==> config.mk <==
export PLATFORM = sky130hd
export DESIGN_NAME = rob_top
export DESIGN_NICKNAME = d
export VERILOG_FILES = /design/src/hdl/rob_cfg_pkg.sv /design/src/hdl/rob_op_pkg.sv /design/src/hdl/rob_commit_unit.sv /design/src/hdl/rob_entry_table.sv /design/src/hdl/rob_fifo.sv /design/src/hdl/rob_pointer_ctrl.sv /design/src/hdl/rob_top.sv
export SDC_FILE = /design/constraint.sdc
export NUM_CORES = 1
export LEC_CHECK = 0
export ABC_AREA = 1
export BUFFER_PORTS_ARGS = -buffer_cell sky130_fd_sc_hd__buf_4
export CORE_UTILIZATION = 54
export DETAILED_ROUTE_END_ITERATION = 10
export PLACE_DENSITY = 0.84
export SLEW_MARGIN = 30
export SYNTH_ARGS = -nofsm -noshare
export SYNTH_HDL_FRONTEND = slang
export SYNTH_SLANG_ARGS = --single-unit
==> constraint.sdc <==
create_clock -name clk -period 2.5 [get_ports clk]
set_clock_uncertainty 0.1 [all_clocks]
set_input_delay 0.25 -clock clk [delete_from_list [all_inputs] [get_ports clk]]
set_output_delay 0.25 -clock clk [all_outputs]
set_load 0.01 [all_outputs]
==> src/hdl/rob_cfg_pkg.sv <==
package rob_cfg_pkg;

    // reorder buffer sizing
    // eight slots, one always kept free so head == tail means empty
    localparam int rob_depth = 8;

    // pointer width, log2 of rob_depth
    localparam int rob_ptr_w = 3;

    // largest occupancy before full asserts
    localparam int rob_max_used = rob_depth - 1;

    // pending branch positions held in order
    localparam int br_fifo_depth = 4;

    // architectural register index width
    localparam int reg_idx_w = 5;

    // entry index into the buffer
    typedef logic [rob_ptr_w-1:0] rob_ptr_t;

    // rv32i register index, x0..x31
    typedef logic [reg_idx_w-1:0] reg_idx_t;

endpackage : rob_cfg_pkg

==> src/hdl/rob_op_pkg.sv <==
package rob_op_pkg;

    // instruction classes tracked by the rob
    // loads are not handled here
    typedef enum logic [3:0] {
        op_alu    = 4'd0,
        op_lui    = 4'd1,
        op_auipc  = 4'd2,
        op_jal    = 4'd3,
        op_jalr   = 4'd4,
        op_branch = 4'd5,
        op_sb     = 4'd6,
        op_sh     = 4'd7,
        op_sw     = 4'd8
    } op_t;

    // byte enables for a store, bit 0 is the lowest byte
    typedef logic [3:0] wmask_t;

    // issue request, rd holds the store source register for stores
    typedef struct packed {
        op_t                   op;
        rob_cfg_pkg::reg_idx_t rd;
        logic                  pred;
    } alloc_req_t;

    // branch outcome from the branch unit
    typedef struct packed {
        rob_cfg_pkg::rob_ptr_t idx;
        logic                  taken;
    } br_resolve_t;

    // head entry leaving the buffer
    typedef struct packed {
        op_t                   op;
        rob_cfg_pkg::reg_idx_t rd;
        wmask_t                wmask;
    } commit_t;

    // payload kept per slot
    typedef struct packed {
        op_t                   op;
        rob_cfg_pkg::reg_idx_t rd;
        logic                  pred;
        logic                  taken;
    } rob_entry_t;

    function automatic logic is_store(op_t op);
        return op inside {op_sb, op_sh, op_sw};
    endfunction

    // branches and stores leave the register file alone
    function automatic logic writes_reg(op_t op);
        return !(is_store(op) || op == op_branch);
    endfunction

endpackage : rob_op_pkg

==> src/hdl/rob_commit_unit.sv <==
`timescale 1ns/1ns

module rob_commit_unit (
    input  rob_cfg_pkg::rob_ptr_t   head,
    input  rob_op_pkg::op_t         head_op,
    input  rob_cfg_pkg::reg_idx_t   head_rd,
    input  logic                    head_pred,
    input  logic                    head_taken,
    input  logic                    head_complete,
    input  logic                    head_allocated,
    input  logic                    flush_active,
    input  logic [1:0]              mem_offset,
    input  rob_cfg_pkg::rob_ptr_t   br_front,
    input  logic                    br_front_valid,
    input  rob_op_pkg::op_t         walk_op,
    input  rob_cfg_pkg::reg_idx_t   walk_rd,
    input  logic                    walk_allocated,
    output logic                    commit_fire,
    output logic                    commit_valid,
    output rob_op_pkg::commit_t     commit,
    output logic                    regfile_load,
    output logic                    mispredict,
    output logic                    ld_pc,
    output logic                    squash_valid,
    output rob_cfg_pkg::reg_idx_t   squash_rd
);

    rob_op_pkg::wmask_t wmask;
    logic               head_is_branch;
    logic               front_match;

    // head leaves once it is allocated and done, never during a walk
    assign commit_fire  = head_allocated & head_complete & ~flush_active;
    assign commit_valid = commit_fire;

    // store byte enables
    always_comb begin
        case (head_op)
            // aligned word
            rob_op_pkg::op_sw: wmask = 4'b1111;
            rob_op_pkg::op_sh: wmask = 4'b0011 << mem_offset;
            rob_op_pkg::op_sb: wmask = 4'b0001 << mem_offset;
            default:           wmask = '0;
        endcase
    end

    assign commit.op    = head_op;
    assign commit.rd    = head_rd;
    assign commit.wmask = wmask;

    assign regfile_load = commit_fire & rob_op_pkg::writes_reg(head_op);

    // the oldest pending branch must be the head branch
    assign head_is_branch = head_op == rob_op_pkg::op_branch;
    assign front_match    = br_front_valid & (br_front == head);

    // predicted direction disagrees with the resolved one
    assign mispredict = commit_fire & head_is_branch & front_match & (head_pred != head_taken);
    assign ld_pc      = mispredict;

    // tag reallocation for each squashed entry that owns an rd
    // the slot at the tail ends the walk and is never allocated
    assign squash_valid = flush_active & walk_allocated & rob_op_pkg::writes_reg(walk_op);
    assign squash_rd    = walk_rd;

endmodule : rob_commit_unit

==> src/hdl/rob_entry_table.sv <==
`timescale 1ns/1ns

module rob_entry_table (
    input  logic                                 clk,
    input  logic                                 rst,
    input  logic                                 alloc_valid,
    input  rob_op_pkg::alloc_req_t               alloc,
    input  rob_cfg_pkg::rob_ptr_t                tail,
    input  logic [rob_cfg_pkg::rob_depth-1:0]    complete,
    input  logic                                 resolve_valid,
    input  rob_op_pkg::br_resolve_t              resolve,
    input  rob_cfg_pkg::rob_ptr_t                head,
    input  logic                                 commit_fire,
    input  logic                                 flush_active,
    input  rob_cfg_pkg::rob_ptr_t                walk_ptr,
    output rob_op_pkg::op_t                      head_op,
    output rob_cfg_pkg::reg_idx_t                head_rd,
    output logic                                 head_pred,
    output logic                                 head_taken,
    output logic                                 head_complete,
    output rob_op_pkg::op_t                      walk_op,
    output rob_cfg_pkg::reg_idx_t                walk_rd,
    output logic [rob_cfg_pkg::rob_depth-1:0]    allocated,
    output logic [rob_cfg_pkg::rob_depth-1:0]    completed
);

    rob_op_pkg::rob_entry_t               entry_q [rob_cfg_pkg::rob_depth];
    logic [rob_cfg_pkg::rob_depth-1:0]    alloc_q;
    logic [rob_cfg_pkg::rob_depth-1:0]    done_q;
    logic                                 alloc_en;

    // the issue queue is held off by full, but never write during a flush walk
    assign alloc_en = alloc_valid & ~flush_active;

    // payload per slot
    always_ff @(posedge clk) begin
        // branch outcome lands in its own slot
        if (resolve_valid) begin
            entry_q[resolve.idx].taken <= resolve.taken;
        end
        if (alloc_en) begin
            entry_q[tail].op    <= alloc.op;
            entry_q[tail].rd    <= alloc.rd;
            entry_q[tail].pred  <= alloc.pred;
            // branch starts as not taken until resolved
            entry_q[tail].taken <= 1'b0;
        end
    end

    // allocated and complete flags
    // later assignments win, so allocation at the tail overrides the clears
    always_ff @(posedge clk) begin
        if (rst) begin
            alloc_q <= '0;
            done_q  <= '0;
        end else begin
            // reservation stations may finish several entries at once
            done_q <= done_q | complete;
            if (commit_fire) begin
                alloc_q[head] <= 1'b0;
                done_q[head]  <= 1'b0;
            end
            // squash the walked entry, one per cycle
            if (flush_active) begin
                alloc_q[walk_ptr] <= 1'b0;
                done_q[walk_ptr]  <= 1'b0;
            end
            if (alloc_en) begin
                alloc_q[tail] <= 1'b1;
                done_q[tail]  <= 1'b0;
            end
        end
    end

    // head entry, feeds the commit decision
    assign head_op       = entry_q[head].op;
    assign head_rd       = entry_q[head].rd;
    assign head_pred     = entry_q[head].pred;
    assign head_taken    = entry_q[head].taken;
    assign head_complete = done_q[head];

    // walk entry, feeds the squash pulse
    assign walk_op = entry_q[walk_ptr].op;
    assign walk_rd = entry_q[walk_ptr].rd;

    assign allocated = alloc_q;
    assign completed = done_q;

endmodule : rob_entry_table

==> src/hdl/rob_fifo.sv <==
`timescale 1ns/1ns

module rob_fifo #(
    parameter type data_t = logic,
    parameter int  depth  = 4
) (
    input  logic  clk,
    input  logic  rst,
    input  logic  push,
    input  data_t data_in,
    input  logic  pop,
    output data_t data_out,
    output logic  valid,
    output logic  ready
);

    data_t                    mem [depth];
    logic [$clog2(depth)-1:0] rd_ptr;
    logic [$clog2(depth)-1:0] wr_ptr;
    logic [$clog2(depth):0]   count;
    logic                     do_push;
    logic                     do_pop;

    assign valid = count != '0;
    assign ready = count != ($clog2(depth)+1)'(depth);

    // push into a full queue or pop from an empty one is dropped
    assign do_push = push & ready;
    assign do_pop  = pop & valid;

    // oldest item, visible without a pop
    assign data_out = mem[rd_ptr];

    always_ff @(posedge clk) begin
        if (do_push) begin
            mem[wr_ptr] <= data_in;
        end
    end

    always_ff @(posedge clk) begin
        if (rst) begin
            rd_ptr <= '0;
            wr_ptr <= '0;
            count  <= '0;
        end else begin
            // pointers wrap at depth, not only at a power of two
            if (do_push) begin
                wr_ptr <= (wr_ptr == ($clog2(depth))'(depth - 1)) ? '0 : wr_ptr + 1'b1;
            end
            if (do_pop) begin
                rd_ptr <= (rd_ptr == ($clog2(depth))'(depth - 1)) ? '0 : rd_ptr + 1'b1;
            end
            // push and pop together keep the count
            case ({do_push, do_pop})
                2'b10:   count <= count + 1'b1;
                2'b01:   count <= count - 1'b1;
                default: count <= count;
            endcase
        end
    end

endmodule : rob_fifo

==> src/hdl/rob_pointer_ctrl.sv <==
`timescale 1ns/1ns

module rob_pointer_ctrl (
    input  logic                  clk,
    input  logic                  rst,
    input  logic                  alloc_valid,
    input  logic                  commit_fire,
    input  logic                  mispredict,
    output rob_cfg_pkg::rob_ptr_t head,
    output rob_cfg_pkg::rob_ptr_t tail,
    output rob_cfg_pkg::rob_ptr_t walk_ptr,
    output logic                  flush_active,
    output logic                  full
);

    rob_cfg_pkg::rob_ptr_t occupancy;
    logic                  walk_done;

    // pointers wrap on their own width, tail minus head is the entry count
    assign occupancy = tail - head;

    // walk has passed the youngest entry
    assign walk_done = walk_ptr == tail;

    // one slot stays free, and the walk blocks issue too
    assign full = (occupancy == rob_cfg_pkg::rob_ptr_t'(rob_cfg_pkg::rob_max_used))
                | flush_active;

    always_ff @(posedge clk) begin
        if (rst) begin
            head         <= '0;
            tail         <= '0;
            walk_ptr     <= '0;
            flush_active <= 1'b0;
        end else if (flush_active) begin
            // head holds still for the whole walk
            if (walk_done) begin
                flush_active <= 1'b0;
                // drop every younger entry at once
                tail         <= head;
            end else begin
                walk_ptr <= walk_ptr + 1'b1;
            end
        end else begin
            if (alloc_valid) begin
                tail <= tail + 1'b1;
            end
            if (commit_fire) begin
                head <= head + 1'b1;
            end
            // mispredicting branch has just left, walk from the entry behind it
            if (mispredict) begin
                flush_active <= 1'b1;
                walk_ptr     <= head + 1'b1;
            end
        end
    end

endmodule : rob_pointer_ctrl

==> src/hdl/rob_top.sv <==
`timescale 1ns/1ns

module rob_top (
    input  logic                              clk,
    input  logic                              rst,
    input  logic                              alloc_valid,
    input  rob_op_pkg::alloc_req_t            alloc,
    input  logic [rob_cfg_pkg::rob_depth-1:0] complete,
    input  logic                              resolve_valid,
    input  rob_op_pkg::br_resolve_t           resolve,
    input  logic [1:0]                        mem_offset,
    output logic                              full,
    output logic                              commit_valid,
    output rob_op_pkg::commit_t               commit,
    output logic                              regfile_load,
    output logic                              ld_pc,
    output logic                              flush_active,
    output logic                              squash_valid,
    output rob_cfg_pkg::reg_idx_t             squash_rd,
    output rob_cfg_pkg::rob_ptr_t             head,
    output rob_cfg_pkg::rob_ptr_t             tail,
    output logic [rob_cfg_pkg::rob_depth-1:0] allocated,
    output logic [rob_cfg_pkg::rob_depth-1:0] completed
);

    rob_op_pkg::op_t       head_op;
    rob_cfg_pkg::reg_idx_t head_rd;
    logic                  head_pred;
    logic                  head_taken;
    logic                  head_complete;
    logic                  head_allocated;
    rob_op_pkg::op_t       walk_op;
    rob_cfg_pkg::reg_idx_t walk_rd;
    logic                  walk_allocated;
    rob_cfg_pkg::rob_ptr_t walk_ptr;
    logic                  commit_fire;
    logic                  mispredict;
    rob_cfg_pkg::rob_ptr_t br_front;
    logic                  br_front_valid;
    logic                  br_ready;
    logic                  br_push;
    logic                  br_pop;
    logic                  br_clear;

    assign head_allocated = allocated[head];
    assign walk_allocated = allocated[walk_ptr];

    // branch order queue, tail index of each issued branch
    assign br_push  = alloc_valid & ~flush_active & br_ready
                    & (alloc.op == rob_op_pkg::op_branch);
    assign br_pop   = commit_fire & (head_op == rob_op_pkg::op_branch);
    // younger branches are squashed along with their entries
    assign br_clear = rst | flush_active;

    rob_entry_table rob_entry_table_inst (
        .clk           (clk),
        .rst           (rst),
        .alloc_valid   (alloc_valid),
        .alloc         (alloc),
        .tail          (tail),
        .complete      (complete),
        .resolve_valid (resolve_valid),
        .resolve       (resolve),
        .head          (head),
        .commit_fire   (commit_fire),
        .flush_active  (flush_active),
        .walk_ptr      (walk_ptr),
        .head_op       (head_op),
        .head_rd       (head_rd),
        .head_pred     (head_pred),
        .head_taken    (head_taken),
        .head_complete (head_complete),
        .walk_op       (walk_op),
        .walk_rd       (walk_rd),
        .allocated     (allocated),
        .completed     (completed)
    );

    rob_pointer_ctrl rob_pointer_ctrl_inst (
        .clk          (clk),
        .rst          (rst),
        .alloc_valid  (alloc_valid),
        .commit_fire  (commit_fire),
        .mispredict   (mispredict),
        .head         (head),
        .tail         (tail),
        .walk_ptr     (walk_ptr),
        .flush_active (flush_active),
        .full         (full)
    );

    rob_commit_unit rob_commit_unit_inst (
        .head           (head),
        .head_op        (head_op),
        .head_rd        (head_rd),
        .head_pred      (head_pred),
        .head_taken     (head_taken),
        .head_complete  (head_complete),
        .head_allocated (head_allocated),
        .flush_active   (flush_active),
        .mem_offset     (mem_offset),
        .br_front       (br_front),
        .br_front_valid (br_front_valid),
        .walk_op        (walk_op),
        .walk_rd        (walk_rd),
        .walk_allocated (walk_allocated),
        .commit_fire    (commit_fire),
        .commit_valid   (commit_valid),
        .commit         (commit),
        .regfile_load   (regfile_load),
        .mispredict     (mispredict),
        .ld_pc          (ld_pc),
        .squash_valid   (squash_valid),
        .squash_rd      (squash_rd)
    );

    rob_fifo #(
        .data_t (rob_cfg_pkg::rob_ptr_t),
        .depth  (rob_cfg_pkg::br_fifo_depth)
    ) br_fifo_inst (
        .clk      (clk),
        .rst      (br_clear),
        .push     (br_push),
        .data_in  (tail),
        .pop      (br_pop),
        .data_out (br_front),
        .valid    (br_front_valid),
        .ready    (br_ready)
    );

endmodule : rob_top

==> out/results.tsv <==
metric	value	unit
Worst Path Required	2.76	ns
largest family of logic cells by synthesized area	simple AND/OR/NAND/NOR gates	
GRT Overall Usage	30.16	%
Ports	74	
YS warnings	0	
grt total ovfl	0	
clock latency on the worst-skew pair	0.43	ns
Multi-input gate area	2922	um2
clk sink count	141	
Pwr Total	6.696	mW
critical path class	register to register	
syn_nets	908	
CTS tree	built	
Via Count	6948	
Rows	41	
setup violators final	2	
largest net degree at the start of global routing	29	
Startpoint Class	register	
placed cell area	8139	um2
P&R area growth vs syn	28.14	%
vias in the first global route	6338	
first-pass GRT wire length	32.20	mm
post-synth cell types	41	
Final Max Slew Viols	0	
crit-path max FO	8	
Final WS setup	-0.08757	ns
Max Fclk	386.5	MHz
Place WS	-0.08842	ns
DP Cell Count	1125	
core area	12820	um2
Initial Util	56.20	%
Compound-Gate Fraction of Synth Area	14.20	%
Final Core Density	72.01	%
port bufs	73	
minimum clock period	2.588	ns
drt pass-1 iters	5	
Detail Placement HPWL	13.56	mm
post-synthesis adder-cell area fraction	2.292	%
power per cell area	725.1	nW/um2
# H-tree levels	4	
Cell Area, Synth	7207	um2
endpoints failing hold	0	
Hold Path Class	input pin to register	
Syn Inst Count	868	
setup TNS	-0.1399	ns
Ant. Diodes	0	
EDFF count, synth	92	
fin nets	1038	
ys flop type	edfxtp_1	
Die Area	13810	um2
DRC	0	
Max-cap violations	0	
Routability Congestion	0.9703	
Post-Synth XOR/XNOR Area	0.6076	%
Fillers	883	
status	complete, but fails checks	
mux cell area share after synthesis	0	%
RSZ-0062 raised after global routing	yes	
fin crit share	103.5	%
sequential element share of the synthesized area	51.94	%
clock root cell	clkbuf_16	
Slew Limit Headroom	56.69	%
crit path DAT	2.85	ns
chip height	117.5	um
synthesized flop and latch total	141	
Iter 0 DRT Violations	960	
Slew @ Worst Pin	0.6489	ns
Synth Area in Simple Gates	21.68	%
routed len/inst	18.39	um
DRT antenna net count	0	
CTS buffer count	17	
layout cells sized above 1	22.85	%
peak supply drop	0.5051	mV
clock slew at reported path FFs	0.06	ns
Reg area	3765	um2
Worst setup EP type	register	
failing checks	setup timing	
Max Buffers Root-to-Sink	2	
final non-filler cell area	9235	um2
leakage power	4.048	nW
vias per inst	5.873	
Final Non-Filler Cells	1183	
WL final	21.76	mm
async set or reset register ratio after synthesis	0	%
Mapped Avg Cell Area	8.303	um2
die width	117.5	um
Worst Hold Slack	0.02889	ns
initial antenna violation count	0	
power breakdown:
group,leakage [nW],internal [mW],switching [mW]
clock,0.301,1.54,1.06
combinational,2.51,0.617,0.818
sequential,1.24,2.58,0.0904
total,4.05,4.73,1.96
cells in the mapped netlist (all sizes together), types with 3 or more instances:
cell type / n / share of area (%)
buf: 14 / 1.6
inv: 125 / 6.5
nand3: 56 / 4.1
o21ai: 96 / 6.7
nor2: 101 / 6.0
ha: 10 / 1.7
a211oi: 3 / 0.31
or2: 3 / 0.26
edfxtp: 92 / 38
xnor2: 3 / 0.36
nand2: 179 / 9.7
nor3: 14 / 0.97
a21oi: 56 / 3.9
o211ai: 15 / 1.6
dfxtp: 49 / 14
a31oi: 13 / 1.1
clkbuf: 20 / 1.0
nand4: 4 / 0.35
path summary, 6_finish.rpt:
kind | from | depth (start not counted) | slack, ns | to
worst min register to register | rob_entry_table_inst.entry_q[3][0] | 2 | 0.38 | rob_entry_table_inst.entry_q[3][0]
worst min-delay path | resolve_valid | 3 | 0.03 | rob_entry_table_inst.entry_q[1][0]
worst max register to register | register | 18 | -0.09 | br_fifo_inst.count[2]
worst max-delay path | register | 18 | -0.09 | br_fifo_inst.count[2]
cells in the final DEF (no fill, tap or decap), types with 2 or more instances in the layout:
| cell | n |
|---|---|
| dfxtp_2 | 5 |
| clkbuf_16 | 21 |
| nor2_2 | 6 |
| dfxtp_4 | 4 |
| nand3_2 | 5 |
| a211oi_1 | 3 |
| inv_8 | 2 |
| o211ai_1 | 15 |
| or2_2 | 3 |
| xor2_1 | 2 |
| o21ai_0 | 78 |
| a21oi_1 | 53 |
| ha_1 | 9 |
| nor2_4 | 4 |
| nand2_1 | 165 |
| nand2_2 | 10 |
| edfxtp_1 | 92 |
| inv_2 | 7 |
| buf_12 | 4 |
| inv_1 | 115 |
| inv_4 | 4 |
| buf_6 | 5 |
| buf_8 | 2 |
| a21oi_2 | 3 |
| o21ai_1 | 17 |
| o311ai_0 | 2 |
| inv_6 | 4 |
| nand4_1 | 4 |
| nor3_1 | 13 |
| nor2_1 | 90 |
| buf_4 | 121 |
| dlygate4sd3_1 | 11 |
| a31oi_1 | 12 |
| nand3_1 | 50 |
| dfxtp_1 | 40 |
| nand2_4 | 4 |
| clkinv_4 | 3 |
| xnor2_1 | 3 |
flip-flops by register name, indices dropped and copies added, names as in the netlist, named ones only:
name / cells
br_fifo_inst.rd_ptr: 2
rob_entry_table_inst.entry_q: 88
rob_pointer_ctrl_inst.flush_active: 1
br_fifo_inst.mem: 12
rob_entry_table_inst.allocated: 8
br_fifo_inst.wr_ptr: 2
br_fifo_inst.count: 3
rob_entry_table_inst.completed: 8
rob_pointer_ctrl_inst.walk_ptr: 3
rob_pointer_ctrl_inst.head: 3
rob_pointer_ctrl_inst.tail: 3
cell families after synthesis:
logic type	Yosys count
flip-flops	141
XOR/XNOR	5
buffers and inverters	160
AO/OA/AOI/OAI	189
adder cells (fa/ha/maj)	12
AND/OR/NAND/NOR	361
timing repair:
action,4_1_cts,5_1_grt
hold buffers,11,0
setup endpoints to repair,7,10
gates resized for setup,25,48
cloned,0,2
pin swaps,3,14
hold endpoints to repair,88,0
buffers inserted,2,11
worst max-delay path, stage by stage (launching register included):
cell and delay (ns):
dfxtp_4 0.43, buf_12 0.14, nand2_1 0.06, nand3_1 0.10, nand2_1 0.06, nand2_1 0.07, nand2_2 0.07, nor2_4 0.15
nand2_4 0.08, nor2_8 0.10, nand2_4 0.06, inv_4 0.07, ha_4 0.13, inv_2 0.05, fa_2 0.37, a21oi_2 0.12
o21a_1 0.15, o21ai_1 0.07, a21oi_1 0.15
final cells by class:
class / count / share of cell area, %
Clock inverter: 12 / 1.287
Multi-Input combinational cell: 567 / 31.64
Tap cell: 172 / 2.330
Clock buffer: 20 / 5.297
Timing Repair Buffer: 145 / 13.37
Inverter: 126 / 5.311
Sequential cell: 141 / 40.77
per-layer routing:
metal  vias to the layer above  GRT usage, %  share of wire (%)
met1                      3215         39.46                 38
met5                         -             0                  0
met3                        92         7.025                 11
li1                       3147             -                  -
met4                         0         12.98                3.3
met2                       494         48.00                 48
(Power assumes the default switching activity.)
